==> src/csa_config.svh <==
`ifndef CSA_CONFIG_SVH
`define CSA_CONFIG_SVH

// ----------------------------------------------------------------------
// Stream geometry
// ----------------------------------------------------------------------

// Width of one incoming stream word.
`define CSA_IN_WIDTH 32

// Width of one operand handed to the accumulator.
`define CSA_OP_WIDTH 40

// Five input words fill one group buffer.
`define CSA_WORDS_PER_GROUP 5

// The same buffer yields four operands.
`define CSA_OPS_PER_GROUP 4

// ----------------------------------------------------------------------
// Buffering
// ----------------------------------------------------------------------

// Operand FIFO entries between repacker and accumulator.
`define CSA_FIFO_DEPTH 8

`endif
==> src/csa_pkg.sv <==
`include "csa_config.svh"

package csa_pkg;

	// Four operands summed need two extra bits.
	localparam int total_width = `CSA_OP_WIDTH + $clog2(`CSA_OPS_PER_GROUP);

	// Group sequence tag, wraps at 256.
	localparam int seq_width = 8;

	typedef logic [`CSA_OP_WIDTH-1:0] operand_t;

	// ------------------------------------------------------------------
	// Group buffer
	// ------------------------------------------------------------------

	// Written as input words, read back as operands.
	// Element 0 sits in the lowest bits of both views.
	typedef union packed {
		logic [`CSA_WORDS_PER_GROUP-1:0][`CSA_IN_WIDTH-1:0] words;
		operand_t [`CSA_OPS_PER_GROUP-1:0] ops;
	} group_buf_u;

	// ------------------------------------------------------------------
	// Accumulator result
	// ------------------------------------------------------------------

	typedef struct packed {
		logic [total_width-1:0] total;
		logic [seq_width-1:0] seq;
	} result_t;

endpackage

==> src/csa_stream_top.sv <==
`timescale 1ns/1ps
`include "csa_config.svh"

module csa_stream_top (
	input logic clk,
	input logic rst_n,
	input logic in_valid,
	output logic in_ready,
	input logic [`CSA_IN_WIDTH-1:0] in_data,
	output logic res_valid,
	input logic res_ready,
	output csa_pkg::result_t res
);
	import csa_pkg::*;

	// Repacker to FIFO.
	logic op_valid;
	logic op_ready;
	operand_t op_data;

	// FIFO to accumulator.
	logic fifo_valid;
	logic fifo_ready;
	operand_t fifo_data;

	repack_32_to_40 u_repack (
		.clk(clk),
		.rst_n(rst_n),
		.in_valid(in_valid),
		.in_ready(in_ready),
		.in_data(in_data),
		.op_valid(op_valid),
		.op_ready(op_ready),
		.op_data(op_data)
	);

	word_fifo u_fifo (
		.clk(clk),
		.rst_n(rst_n),
		.wr_valid(op_valid),
		.wr_ready(op_ready),
		.wr_data(op_data),
		.rd_valid(fifo_valid),
		.rd_ready(fifo_ready),
		.rd_data(fifo_data)
	);

	csa_accumulator u_acc (
		.clk(clk),
		.rst_n(rst_n),
		.op_valid(fifo_valid),
		.op_ready(fifo_ready),
		.op_data(fifo_data),
		.res_valid(res_valid),
		.res_ready(res_ready),
		.res(res)
	);

endmodule

==> src/csa_accumulator.sv <==
`timescale 1ns/1ps
`include "csa_config.svh"

module csa_accumulator (
	input logic clk,
	input logic rst_n,
	input logic op_valid,
	output logic op_ready,
	input csa_pkg::operand_t op_data,
	output logic res_valid,
	input logic res_ready,
	output csa_pkg::result_t res
);
	import csa_pkg::*;

	localparam int ops = `CSA_OPS_PER_GROUP;
	localparam int cnt_w = $clog2(ops + 1);

	logic [total_width-1:0] sum_vec;
	logic [total_width-1:0] carry_vec;
	logic [total_width-1:0] sum_in;
	logic [total_width-1:0] carry_in;
	logic [total_width-1:0] op_ext;
	logic [total_width-1:0] sum_nxt;
	logic [total_width-1:0] carry_nxt;
	logic [cnt_w-1:0] op_cnt;
	logic [seq_width-1:0] seq_cnt;
	logic resolve;
	logic op_fire;
	logic res_fire;

	// Input stalls only while a finished result waits.
	assign op_ready = !res_valid;
	assign op_fire = op_valid && op_ready;
	assign res_fire = res_valid && res_ready;

	// Full group in the vectors, resolve this cycle.
	assign resolve = (op_cnt == cnt_w'(ops));

	// ------------------------------------------------------------------
	// 3:2 compression
	// ------------------------------------------------------------------

	// A new group starts from zero while the old one resolves.
	assign sum_in = resolve ? '0 : sum_vec;
	assign carry_in = resolve ? '0 : carry_vec;
	assign op_ext = total_width'(op_data);

	assign sum_nxt = sum_in ^ carry_in ^ op_ext;
	assign carry_nxt = ((sum_in & carry_in) | (sum_in & op_ext) | (carry_in & op_ext)) << 1;

	always_ff @(posedge clk) begin
		if (!rst_n) begin
			sum_vec <= '0;
			carry_vec <= '0;
			op_cnt <= '0;
		end else begin
			if (op_fire) begin
				sum_vec <= sum_nxt;
				carry_vec <= carry_nxt;
			end else if (resolve) begin
				sum_vec <= '0;
				carry_vec <= '0;
			end
			if (resolve) begin
				op_cnt <= op_fire ? cnt_w'(1) : '0;
			end else if (op_fire) begin
				op_cnt <= op_cnt + 1'b1;
			end
		end
	end

	// ------------------------------------------------------------------
	// Carry-propagate resolution and result hold
	// ------------------------------------------------------------------

	always_ff @(posedge clk) begin
		if (resolve) begin
			res.total <= sum_vec + carry_vec;
			res.seq <= seq_cnt;
		end
	end

	always_ff @(posedge clk) begin
		if (!rst_n) begin
			res_valid <= 1'b0;
			seq_cnt <= '0;
		end else begin
			if (resolve) begin
				res_valid <= 1'b1;
				seq_cnt <= seq_cnt + 1'b1;
			end else if (res_fire) begin
				res_valid <= 1'b0;
			end
		end
	end

	// ------------------------------------------------------------------
	// Checks
	// ------------------------------------------------------------------

	a_no_accept_on_hold: assert property (
		@(posedge clk) disable iff (!rst_n)
		!(op_ready && res_valid)
	) else $error("csa_accumulator: op_ready with result pending");

	a_cnt_range: assert property (
		@(posedge clk) disable iff (!rst_n)
		op_cnt <= cnt_w'(ops)
	) else $error("csa_accumulator: operand count out of range");

	// Result shows up two cycles after the last operand of a group.
	a_res_latency: assert property (
		@(posedge clk) disable iff (!rst_n)
		op_fire && op_cnt == cnt_w'(ops - 1) |=> ##1 res_valid
	) else $error("csa_accumulator: result latency violated");

endmodule

==> src/repack_32_to_40.sv <==
`timescale 1ns/1ps
`include "csa_config.svh"

module repack_32_to_40 (
	input logic clk,
	input logic rst_n,
	input logic in_valid,
	output logic in_ready,
	input logic [`CSA_IN_WIDTH-1:0] in_data,
	output logic op_valid,
	input logic op_ready,
	output csa_pkg::operand_t op_data
);
	import csa_pkg::*;

	localparam int words = `CSA_WORDS_PER_GROUP;
	localparam int ops = `CSA_OPS_PER_GROUP;
	localparam int widx_w = $clog2(words);
	localparam int oidx_w = $clog2(ops);

	group_buf_u group_buf;
	logic [widx_w-1:0] word_idx;
	logic [oidx_w-1:0] op_idx;
	logic emitting;
	logic in_fire;
	logic op_fire;
	logic last_word;
	logic last_op;

	// Collect while not emitting, emit while not collecting.
	assign in_ready = !emitting;
	assign op_valid = emitting;

	// Operand view of the same buffer.
	assign op_data = group_buf.ops[op_idx];

	assign in_fire = in_valid && in_ready;
	assign op_fire = op_valid && op_ready;
	assign last_word = (word_idx == widx_w'(words - 1));
	assign last_op = (op_idx == oidx_w'(ops - 1));

	// ------------------------------------------------------------------
	// Group buffer fill
	// ------------------------------------------------------------------

	always_ff @(posedge clk) begin
		if (in_fire) begin
			group_buf.words[word_idx] <= in_data;
		end
	end

	// ------------------------------------------------------------------
	// Phase and indices
	// ------------------------------------------------------------------

	always_ff @(posedge clk) begin
		if (!rst_n) begin
			emitting <= 1'b0;
			word_idx <= '0;
			op_idx <= '0;
		end else if (!emitting) begin
			if (in_fire) begin
				// Fifth word completes the group.
				if (last_word) begin
					word_idx <= '0;
					emitting <= 1'b1;
				end else begin
					word_idx <= word_idx + 1'b1;
				end
			end
		end else if (op_fire) begin
			if (last_op) begin
				op_idx <= '0;
				emitting <= 1'b0;
			end else begin
				op_idx <= op_idx + 1'b1;
			end
		end
	end

	// ------------------------------------------------------------------
	// Checks
	// ------------------------------------------------------------------

	// A stalled operand stays offered and unchanged.
	a_op_hold: assert property (
		@(posedge clk) disable iff (!rst_n)
		op_valid && !op_ready |=> op_valid && $stable(op_data)
	) else $error("repack: op_data changed while stalled");

	a_word_idx_range: assert property (
		@(posedge clk) disable iff (!rst_n)
		word_idx <= widx_w'(words - 1)
	) else $error("repack: word index out of range");

endmodule

==> src/word_fifo.sv <==
`timescale 1ns/1ps
`include "csa_config.svh"

module word_fifo (
	input logic clk,
	input logic rst_n,
	input logic wr_valid,
	output logic wr_ready,
	input csa_pkg::operand_t wr_data,
	output logic rd_valid,
	input logic rd_ready,
	output csa_pkg::operand_t rd_data
);
	import csa_pkg::*;

	localparam int depth = `CSA_FIFO_DEPTH;
	localparam int ptr_w = $clog2(depth);
	localparam int cnt_w = $clog2(depth + 1);

	operand_t mem [depth];
	logic [ptr_w-1:0] wr_ptr;
	logic [ptr_w-1:0] rd_ptr;
	logic [cnt_w-1:0] count;
	logic do_wr;
	logic do_rd;

	// Pointer advance with wrap at the last entry.
	function automatic logic [ptr_w-1:0] next_ptr(input logic [ptr_w-1:0] ptr);
		if (ptr == ptr_w'(depth - 1)) begin
			return '0;
		end
		return ptr + 1'b1;
	endfunction

	assign wr_ready = (count != cnt_w'(depth));
	assign rd_valid = (count != '0);
	assign do_wr = wr_valid && wr_ready;
	assign do_rd = rd_valid && rd_ready;

	// Head entry is always on the output.
	assign rd_data = mem[rd_ptr];

	always_ff @(posedge clk) begin
		if (do_wr) begin
			mem[wr_ptr] <= wr_data;
		end
	end

	// ------------------------------------------------------------------
	// Pointers and occupancy
	// ------------------------------------------------------------------

	always_ff @(posedge clk) begin
		if (!rst_n) begin
			wr_ptr <= '0;
			rd_ptr <= '0;
			count <= '0;
		end else begin
			if (do_wr) begin
				wr_ptr <= next_ptr(wr_ptr);
			end
			if (do_rd) begin
				rd_ptr <= next_ptr(rd_ptr);
			end
			case ({do_wr, do_rd})
				2'b10: begin
					count <= count + 1'b1;
				end
				2'b01: begin
					count <= count - 1'b1;
				end
				default: begin
					count <= count;
				end
			endcase
		end
	end

endmodule

==> config.mk <==
export PLATFORM = sky130hd
export DESIGN_NAME = csa_stream_top
export DESIGN_NICKNAME = d
export VERILOG_FILES = /design/src/csa_pkg.sv /design/src/csa_stream_top.sv /design/src/csa_accumulator.sv /design/src/repack_32_to_40.sv /design/src/word_fifo.sv
export VERILOG_INCLUDE_DIRS = /design/src
export SDC_FILE = /design/constraint.sdc
export NUM_CORES = 1
export LEC_CHECK = 0
export BUFFER_PORTS_ARGS = -buffer_cell sky130_fd_sc_hd__buf_2
export CAP_MARGIN = 20
export CORE_ASPECT_RATIO = 1.4
export CORE_MARGIN = 3
export CORE_UTILIZATION = 35
export CTS_CLUSTER_DIAMETER = 80
export CTS_CLUSTER_SIZE = 40
export DETAILED_ROUTE_END_ITERATION = 10
export GPL_TIMING_DRIVEN = 0
export HOLD_SLACK_MARGIN = 0.08
export PLACE_DENSITY = 0.56
export SLEW_MARGIN = 20
export SYNTH_ARGS = -nofsm -noshare
export SYNTH_HDL_FRONTEND = slang
export SYNTH_HIERARCHICAL = 1
export SYNTH_SLANG_ARGS = --single-unit
export TNS_END_PERCENT = 20
==> constraint.sdc <==
create_clock -name clk -period 5.5 [get_ports clk]
set_clock_uncertainty 0.2 [all_clocks]
set_input_delay 0.55 -clock clk [delete_from_list [all_inputs] [get_ports clk]]
set_output_delay 0.55 -clock clk [all_outputs]
set_load 0.05 [all_outputs]
==> Yosys cells after proc, flatten, opt, wreduce, memory -nomap -nowiden <==
Memory sizes are Yosys's and may differ from the RTL's. A register that Yosys moved wholly into a read port is not among the register bits.
Cells that the tools add are included.
{ "totals": {"reg_bits": 322, "latch_bits": 0, "ram_bits": 320, "rom_bits": 0, "inputBits": 36, "output_inout_bits": 52, "elab_cells": 95, "mem_count": 1} }
{ "op_classes": {"addsub": 9, "multipliers": 0, "div_mod_pow": 0, "magnitude_cmp": 3, "n_eq_ne": 8, "shift": 0, "n_mux": 36, "bitwise_logic": 9, "n_reduce_logical": 14} }
{ "memory_table": {"columns": ["memory", "words", "word_bits", "read_ports", "rd_ports_with_merged_regs", "wr", "line", "source"], "rows": [
  ["u_fifo.mem", 8, 40, 1, 1, 1, "word_fifo.sv:20", "operand_t mem [depth];"]
]} }
{ "op_table": {"columns": ["op", "count"], "rows": [
  ["42-bit 2-to-1 mux", 4],
  ["160-bit bitwise mux", 1],
  ["32-bit demux with 3-bit select", 1],
  ["41-bit by 40-bit bitwise AND with 41-bit output", 2],
  ["41-bit OR", 2],
  ["40-bit binary-select mux with 2-bit select", 1],
  ["42-bit adder", 1],
  ["42-bit by 40-bit bitwise XOR with 42-bit output", 1],
  ["42-bit bitwise XOR", 1],
  ["41-bit bitwise AND", 1],
  ["40-bit 2-to-1 mux", 1],
  ["32-bit 2-to-1 mux", 1],
  ["3-bit 2-to-1 mux", 9],
  ["1-bit 2-to-1 mux", 16],
  ["3-bit by 1-bit adder with 3-bit output (second input constant)", 4],
  ["3-bit equality test (second input constant)", 4],
  ["8-bit by 1-bit adder with 8-bit output (second input constant)", 1],
  ["4-bit one-hot mux with 2 select lines", 1],
  ["2-bit nonzero test", 3],
  ["1-bit logical AND", 5],
  ["4-bit by 1-bit adder with 4-bit output (second input constant)", 1],
  ["2-bit equality test (second input constant)", 2],
  ["3-bit by 4-bit < comparator with 1-bit output (second input constant)", 1],
  ["4-bit != test (second input constant)", 1],
  ["11 further kinds", 14]
]} }

==> Logic depth before layout (Yosys ltp) <==
Gate-level depths: netlist of the first run.
{ "depth": {"word_depth": 7, "ltp_mapped": 12, "mapped_depth_nobuf": 12} }

==> By module <==
The synthesis of the first run kept the hierarchy.
{ "modules_own_cells": {"columns": ["mod", "n_inst", "cells_per_inst", "area_per_inst_um2", "seq_area_each_um2"], "rows": [
  ["word_fifo", 1, 539, 13028.7, 9869.5],
  ["csa_accumulator", 1, 753, 8100.3, 3423.3],
  ["repack_32_to_40", 1, 253, 6165.9, 4924.7]
]} }

==> Worst setup path after synthesis of the first run <==
No wires, ideal clock.
{ "synth_path": {"path_type": "reg2reg", "from": "register u_fifo.count[1]", "to": "memory u_fifo/mem[0][0] (netlist name), enable pin", "setup_ns": 0.537, "t_arrival_ns": 4.577, "required_time_ns": 4.763, "slack_ns": 0.186, "stages_incl_launch_ff": 5, "path_buffers": 1, "period_less_slack_ns": 5.314, "cell_sequence": "dfxtp_1 or4b_1 buf_6 nand2_8 nor4_1"} }
{ "synth_via": {"elab_chain_cells": 4} }
{ "synth_lines": {"columns": ["element", "line", "source"], "rows": [
  ["start: declaration", "word_fifo.sv:23", "logic [cnt_w-1:0] count;"],
  ["start signal: assignment", "word_fifo.sv:67", "count <= count + 1'b1;"],
  ["start signal: assignment", "word_fifo.sv:70", "count <= count - 1'b1;"],
  ["start signal: assignment", "word_fifo.sv:73", "count <= count;"],
  ["4-bit != test", "word_fifo.sv:35", "assign wr_ready = (count != cnt_w'(depth));"],
  ["named net op_ready", "csa_stream_top.sv:18", "logic op_ready;"],
  ["1-bit logical AND", "word_fifo.sv:37", "assign do_wr = wr_valid && wr_ready;"],
  ["1-bit 2-to-1 mux", "word_fifo.sv:44", "if (do_wr) begin"],
  ["1-bit 2-to-1 mux (implied by the code)", "word_fifo.sv:45", "mem[wr_ptr] <= wr_data;"],
  ["end: declaration", "word_fifo.sv:20", null]
]} }
The timed path passes the listed nets, and every way through them passes these cells.

==> Worst setup path in the final report of the first run <==
{ "layout_path": {"from": "register u_acc.sum_vec[0]", "to": "register, netlist name u_acc/res[42]"} }
{ "layout_via": {"elab_chain_cells": 1} }
{ "layout_lines": {"columns": ["element", "line", "source"], "rows": [
  ["start: declaration", "csa_accumulator.sv:19", "logic [total_width-1:0] sum_vec;"],
  ["start signal: assignment", "csa_accumulator.sv:59", "sum_vec <= sum_nxt;"],
  ["42-bit adder", "csa_accumulator.sv:79", "res.total <= sum_vec + carry_vec;"]
]} }
No other way between the ends.
A chain may end at the register's enable or synchronous reset.

==> reports/summary.txt, run 1 <==
outcome -> complete, no violations
clk root buf -> clkbuf_16
max-slew violations -> 0
CTS Hold Bufs -> 34
Reg-to-Reg Start -> u_acc/sum_vec[0]$_SDFF_PN0_
Slew @ Worst Pin -> 0.764 ns
Slowest-stage cell, CP -> a41oi_1
final setup vio count -> 0
register area -> 0.0182 sq mm
commonest non-fill, non-tap cell in the layout -> edfxtp_1
met2 usage -> 0.288
drt pass-1 iters -> 6
DR vias -> 14100
clock latency on the worst-skew pair -> 0.61 ns
Seq/Total Area, Yosys -> 0.667
first-pass GRT wire length -> 92300 um
final worst path period share -> 0.656
HPWL after DPL -> 44100 um
VDD IR max -> 247 uV
post-route ant nets -> 0
Pwr Density -> 381 mW/mm^2
Port Buffers -> 87
number of max-cap violations -> 0
RSZ-0062 raised after global routing -> false
grt met3 use -> 0.0134
Post-synth top flop -> edfxtp_1
Die Wd -> 242 um
type of the worst setup path -> flip-flop to flip-flop
syn avg cell area -> 17.7 sq um
Die Ht -> 336 um
placed cells -> 2729
nets -> 1887
total track usage -> 0.147
number of flops mapped to enable cells by yosys -> 530
TritonCTS clock tree -> built
Syn Nets -> 1677
Fin Setup TNS -> 0 ns
# DRC -> 0
Lkg Pwr -> 10.7 nW
CP endpoint kind -> flip-flop
postcts setup bufs -> 0
Critical Path Start Type -> flip-flop
worst min path class -> input pin to flip-flop
initial drt markers -> 1053
library cells used by synthesis -> 64
# H-tree levels -> 1
commonest non-fill, non-tap cells in the layout -> edfxtp_1 (530), dfxtp_1 (115), buf_2 (106)
worst flop-to-flop path endpoint -> u_acc/res[42]$_DFFE_PP_
I/O pins -> 88
Hold Path Depth -> 3
Resize count post-CTS -> 0
total wire length -> 60100 um
CTS Buf Count -> 27
core box area -> 0.0769 sq mm
Initial Util -> 0.355
Multi-input gate area -> 0.00865 sq mm
area grow syn2layout -> 13.7%
initial antenna violation count -> 0
critical-path cell list -> ha_1, inv_1, fa_1, nand2b_1, a21oi_2, o21ai_2, a41oi_1, a21oi_1, o31a_1, nor2_2, a211oi_1, xnor2_1
grt total ovfl -> 0
critical path data required time -> 5.63 ns
largest net degree at the start of global routing -> 58
Routability Congestion -> 0.794
vias in the first global route -> 15000
endpoints failing hold -> 0
clock period minus worst slack -> 3.61 ns
clock slew at reported path FFs -> 0.13 ns
Slew headroom -> 0.491
Layout Cells excl Fill -> 2811
crit-path max cell delay -> 0.47 ns
Die Area -> 0.0814 sq mm
vias per cell -> 5.02
synthesized flop and latch total -> 645
Synth warnings -> 6
Min-Delay Endpoint -> u_repack/op_valid$_SDFF_PN0_
synthesized area -> 0.0273 sq mm
crit path launch -> u_acc/sum_vec[0]$_SDFF_PN0_
Post-Synthesis Cells -> 1545
CTS Sinks -> 645
number of fill cells -> 6987
CTS max path bufs -> 3
Top Usage Layer GRT -> met2
maximum fanout along the worst path -> 3
met1 Usage GRT -> 0.177
wire per inst -> 21.4 um
Cell Rows -> 120
n_diodes -> 0
Final Util -> 0.404
Hold Crit Start -> rst_n
crit path DAT -> 3.74 ns
reg2reg setup slack -> 1.89 ns
FFs w/ async S/R, synth -> 0
Reg2Reg Depth -> 12
share of layout cells above drive strength 1 -> 0.181
Max Clk Rate -> 0.277 GHz
==> critical path, delay by kind of cell (launching register included) <==
family,cells,cell delay (ns)
AND/OR/NAND/NOR,2,0.37
XOR/XNOR,1,0.17
AO/OA/AOI/OAI,6,1.61
adder cells (fa/ha/maj),2,0.57
flip-flops,1,0.36
buffers and inverters,1,0.05
==> synthesized netlist by cell type, drive strengths merged, types with 2 or more instances <==
cell    instances  share of area
a211oi          5         0.0014
a21boi         19         0.0054
a21o           13         0.0036
a21oi          48         0.0091
a22o           79          0.025
a31oi           7         0.0018
a41oi           2        0.00064
and2           89          0.020
and3            7         0.0016
buf            20         0.0083
clkbuf         49         0.0067
dfxtp         115          0.084
edfxtp        530           0.58
fa             41          0.030
ha             55          0.025
inv            23         0.0032
mux2           41          0.017
mux2i           3         0.0011
mux4          120           0.11
nand2          60         0.0088
nand2b         11         0.0025
nand3          21         0.0039
nand4           9         0.0021
nor2           34         0.0048
nor2b          11         0.0025
nor3           13         0.0026
nor4            4        0.00092
o211ai          4         0.0013
o21a            2        0.00055
o21ai          31         0.0058
o21bai         10         0.0032
o31ai           2         0.0011
o41ai           2        0.00092
or3             3        0.00069
xnor2          31         0.0099
xor2           21         0.0067
==> sequential cells by signal, indices dropped and copies added (netlist names), named ones only <==
name / flops
u_acc/carry_vec: 42
u_acc/op_cnt: 3
u_acc/res: 50
u_acc/res_valid: 1
u_acc/seq_cnt: 8
u_acc/sum_vec: 42
u_fifo/count: 4
u_fifo/mem: 320
u_fifo/rd_ptr: 3
u_fifo/wr_ptr: 3
u_repack/group_buf: 160
u_repack/op_idx: 2
u_repack/op_valid: 1
u_repack/word_idx: 3
==> routing by layer <==
metal  part of all wire  up-vias  wire length, um
met2               0.55      241            32900
met3              0.032       48             1930
li1                   -     6525                -
met5                  0        -                0
met4              0.017        0             1020
met1               0.40     7307            24300
==> final cells by class <==
cell class,instances,area share
Buffer,69,0.0133
Clock buffer,27,0.0218
Clock inverter,21,0.0119
Inverter,23,0.00286
Multi-Input combinational cell,808,0.279
Sequential cell,645,0.587
Tap cell,1037,0.0418
Timing Repair Buffer,181,0.0426
==> power by group <==
part,internal [W],switching [W]
Combinational,0.00145,0.00189
Sequential,0.00560,0.000131
Clock,0.00106,0.00171
Total,0.00811,0.00373
==> how the worst max path moves through the flow <==
stage | cells past startpoint | slack [ns] | to
CTS | 12 | 1.77 | u_acc/res[42]$_DFFE_PP_
floorplan | 4 | 0.19 | u_fifo/mem[0][0]$_DFFE_PP_
finish | 12 | 1.89 | u_acc/res[42]$_DFFE_PP_
detailed placement | 10 | 1.83 | u_acc/res[49]$_DFFE_PP_
global route | 12 | 1.65 | u_acc/res[42]$_DFFE_PP_
global placement | 4 | -3.92 | u_fifo/mem[0][27]$_DFFE_PP_
==> metrics by stage <==
| stage | worst slack, ns | hold slack [ns] | total power [W] | instance area [sq um] |
|---|---|---|---|---|
| finish | 1.89 | 0.183 | 0.0118 | 31000 |
| detailed placement | 1.83 | 0.276 | 0.00921 | 29600 |
| CTS | 1.77 | 0.172 | 0.0120 | 31000 |
| global route | 1.65 | 0.209 | 0.0125 | 31000 |
| floorplan | 0.186 | 0.229 | 0.00824 | 27300 |
| global placement | -3.92 | 0.267 | 0.00913 | 29000 |
==> cell families (layout without fill, tap and decap cells) <==
family / count (synthesis) / in the layout / share of synthesized area
simple gates: 268 / 268 / 0.0527
fa+ha+maj: 96 / 96 / 0.0553
buf+inv: 92 / 321 / 0.0182
compound gates: 228 / 228 / 0.0613
xor+xnor: 52 / 52 / 0.0167
flops: 645 / 645 / 0.667
mux: 164 / 164 / 0.128
(Power assumes the default switching activity.)
==> inputs of run 2 (changes only) <==
Settings changed: PLACE_DENSITY 0.56 to 0.54.
Clock period 5.5 ns to 3.4 ns, I/O delays scaled along.
==> run 2 against run 1 <==
Compared with the run above: flip-flop and latch count is the same; die area is the same; highest routed layer unchanged; critical path type unchanged; count of clock-buffer cells in the layout grew 4; utilization grew 0.41 points; largest cell class unchanged.
==> reports/summary.txt, run 2 (synthesis gave the netlist of run 1 again) <==
outcome -> complete, no violations
area grow syn2layout -> 14.8%
commonest non-fill, non-tap cells in the layout -> edfxtp_1 (530), dfxtp_1 (115), buf_2 (100)
clock latency on the worst-skew pair -> 0.63 ns
clock slew at reported path FFs -> 0.13 ns
clk root buf -> clkbuf_16
Layout Cells excl Fill -> 2820
Port Buffers -> 87
commonest non-fill, non-tap cell in the layout -> edfxtp_1
Reg2Reg Depth -> 12
drt pass-1 iters -> 6
CTS max path bufs -> 3
VDD IR max -> 543 uV
Fin Setup TNS -> 0 ns
critical-path cell list -> ha_1, inv_1, fa_1, nand2b_1, a21oi_2, o21ai_2, o21bai_4, a21oi_2, o31ai_4, a31oi_2, o31ai_1, xor2_1
Critical Path Start Type -> flip-flop
Cell Rows -> 120
max-slew violations -> 0
Lkg Pwr -> 10.8 nW
Multi-input gate area -> 0.00869 sq mm
n_diodes -> 0
Initial Util -> 0.355
wire per inst -> 21.6 um
first-pass GRT wire length -> 92800 um
DR vias -> 14100
Die Ht -> 336 um
post-route ant nets -> 0
reg2reg setup slack -> 0.17 ns
# DRC -> 0
# H-tree levels -> 1
CTS Sinks -> 645
endpoints failing hold -> 0
Routability Congestion -> 0.830
Hold Crit Start -> in_data[4]
Comb pwr share -> 0.274
Max Clk Rate -> 0.310 GHz
number of fill cells -> 7024
maximum fanout along the worst path -> 3
Top reg by flops -> u_fifo/mem
number of max-cap violations -> 0
Largest register FFs -> 320
vias per cell -> 5.00
P_int -> 0.0134 W
Slowest-stage cell, CP -> fa_1
final setup vio count -> 0
CTS Buf Count -> 30
total track usage -> 0.149
CP endpoint kind -> flip-flop
HPWL after DPL -> 44500 um
core box area -> 0.0769 sq mm
nets -> 1891
total power after layout -> 0.0196 W
initial drt markers -> 1003
sequential share of power -> 0.472
clock period minus worst slack -> 3.23 ns
crit-path max cell delay -> 0.41 ns
worst flop-to-flop path endpoint -> u_acc/res[36]$_DFFE_PP_
Hold Path Depth -> 2
share of layout cells above drive strength 1 -> 0.187
vias in the first global route -> 15100
type of the worst setup path -> flip-flop to flip-flop
Psw -> 0.00625 W
placed cells -> 2728
I/O pins -> 88
TritonCTS clock tree -> built
Slew headroom -> 0.440
largest net degree at the start of global routing -> 58
Die Wd -> 242 um
Slew @ Worst Pin -> 0.833 ns
Post-Place Setup Slack -> -0.251 ns
final hold slack -> 0.276 ns
Min-Delay Endpoint -> u_repack/group_buf[36]$_DFFE_PP_
critical path data required time -> 3.57 ns
final worst path period share -> 0.949
Die Area -> 0.0814 sq mm
RSZ-0062 raised after global routing -> true
Pwr Density -> 627 mW/mm^2
setup ws final -> 0.174 ns
Crit path top cell by count -> a21oi_2
worst min path class -> input pin to flip-flop
crit path DAT -> 3.40 ns
Sw Ratio -> 0.318
register area -> 0.0182 sq mm
total wire length -> 60800 um
clock share of power -> 0.254
Reg-to-Reg Start -> u_acc/sum_vec[0]$_SDFF_PN0_
grt total ovfl -> 0
initial antenna violation count -> 0
[run 2: cell count changes in the layout (fill, tap and decap cells not counted), moves of 2 or more]
cell and delta:
buf_2 -6, buf_4 +5, clkbuf_1 -2, clkbuf_16 +4, clkbuf_2 +3, clkinv_16 +5
dlygate4sd3_1 +2, inv_12 -2, o21ai_0 -2, o21ai_1 +2
[run 2: cell type report]
class | instances | area share
clock inverters | 25 | 0.0162
inverters | 23 | 0.00283
flip-flops and latches | 645 | 0.581
repair buffers | 182 | 0.0433
multi-input cells | 808 | 0.277
well taps | 1037 | 0.0414
clock buffers | 31 | 0.0247
plain buffers | 69 | 0.0133
[run 2: worst max-delay path by stage]
stage	startpoint	end	cells past startpoint	slack (ns)
floorplan	u_repack/op_valid$_SDFF_PN0_	u_repack/group_buf[0]$_DFFE_PP_	2	-1.03
global placement	u_fifo/count[0]$_SDFFE_PN0P_	u_fifo/mem[4][36]$_DFFE_PP_	4	-4.06
detailed placement	u_acc/carry_vec[4]$_SDFF_PN0_	u_acc/res[49]$_DFFE_PP_	10	-0.25
CTS	u_acc/sum_vec[0]$_SDFF_PN0_	u_acc/res[48]$_DFFE_PP_	12	0.02
global route	u_acc/op_cnt[0]$_SDFFE_PN0P_	u_acc/sum_vec[0]$_SDFF_PN0_	8	-0.003
finish	u_acc/sum_vec[0]$_SDFF_PN0_	u_acc/res[36]$_DFFE_PP_	12	0.17
[run 2: what timing repair did]
| item | CTS | global route |
|---|---|---|
| buffers inserted | 0 | 0 |
| pin swaps | 0 | 2 |
| hold buffers | 36 | 0 |
| gates cloned | 0 | 0 |
| endpoints found under the hold margin | 176 | 0 |
| gates resized for setup | 5 | 5 |
| endpoints found under the setup margin | 15 | 17 |
[run 2: layer usage]
layer	routed length, um	vias up	track usage
met5	0	-	0
met1	24600	7289	0.175
met4	1730	0	0.0447
li1	-	6526	-
met3	1920	73	0.0177
met2	32500	219	0.285
[run 2: worst max-delay path, delay by kind of cell, from the launching register on]
family,cells,cell delay [ns]
adder cells (fa/ha/maj),2,0.58
AO/OA/AOI/OAI,7,1.49
flip-flops,1,0.36
buffers and inverters,1,0.05
AND/OR/NAND/NOR,1,0.20
XOR/XNOR,1,0.10
[run 2: stage by stage]
step / utilization / area (sq um)
global placement: 0.378 / 29000
detailed placement: 0.386 / 29700
global route: 0.408 / 31300
finish: 0.408 / 31300
CTS: 0.408 / 31300
floorplan: - / 27300
[run 2: power by group through the flow]
stage,registers (W),logic [W],clock network (W)
2_1_floorplan,0.00951,0.00382,0
3_3_place_gp,0.00946,0.00532,0
3_5_place_dp,0.00945,0.00543,0
4_1_cts,0.00928,0.00549,0.00515
5_1_grt,0.00933,0.00599,0.00541
6_report,0.00928,0.00538,0.00499
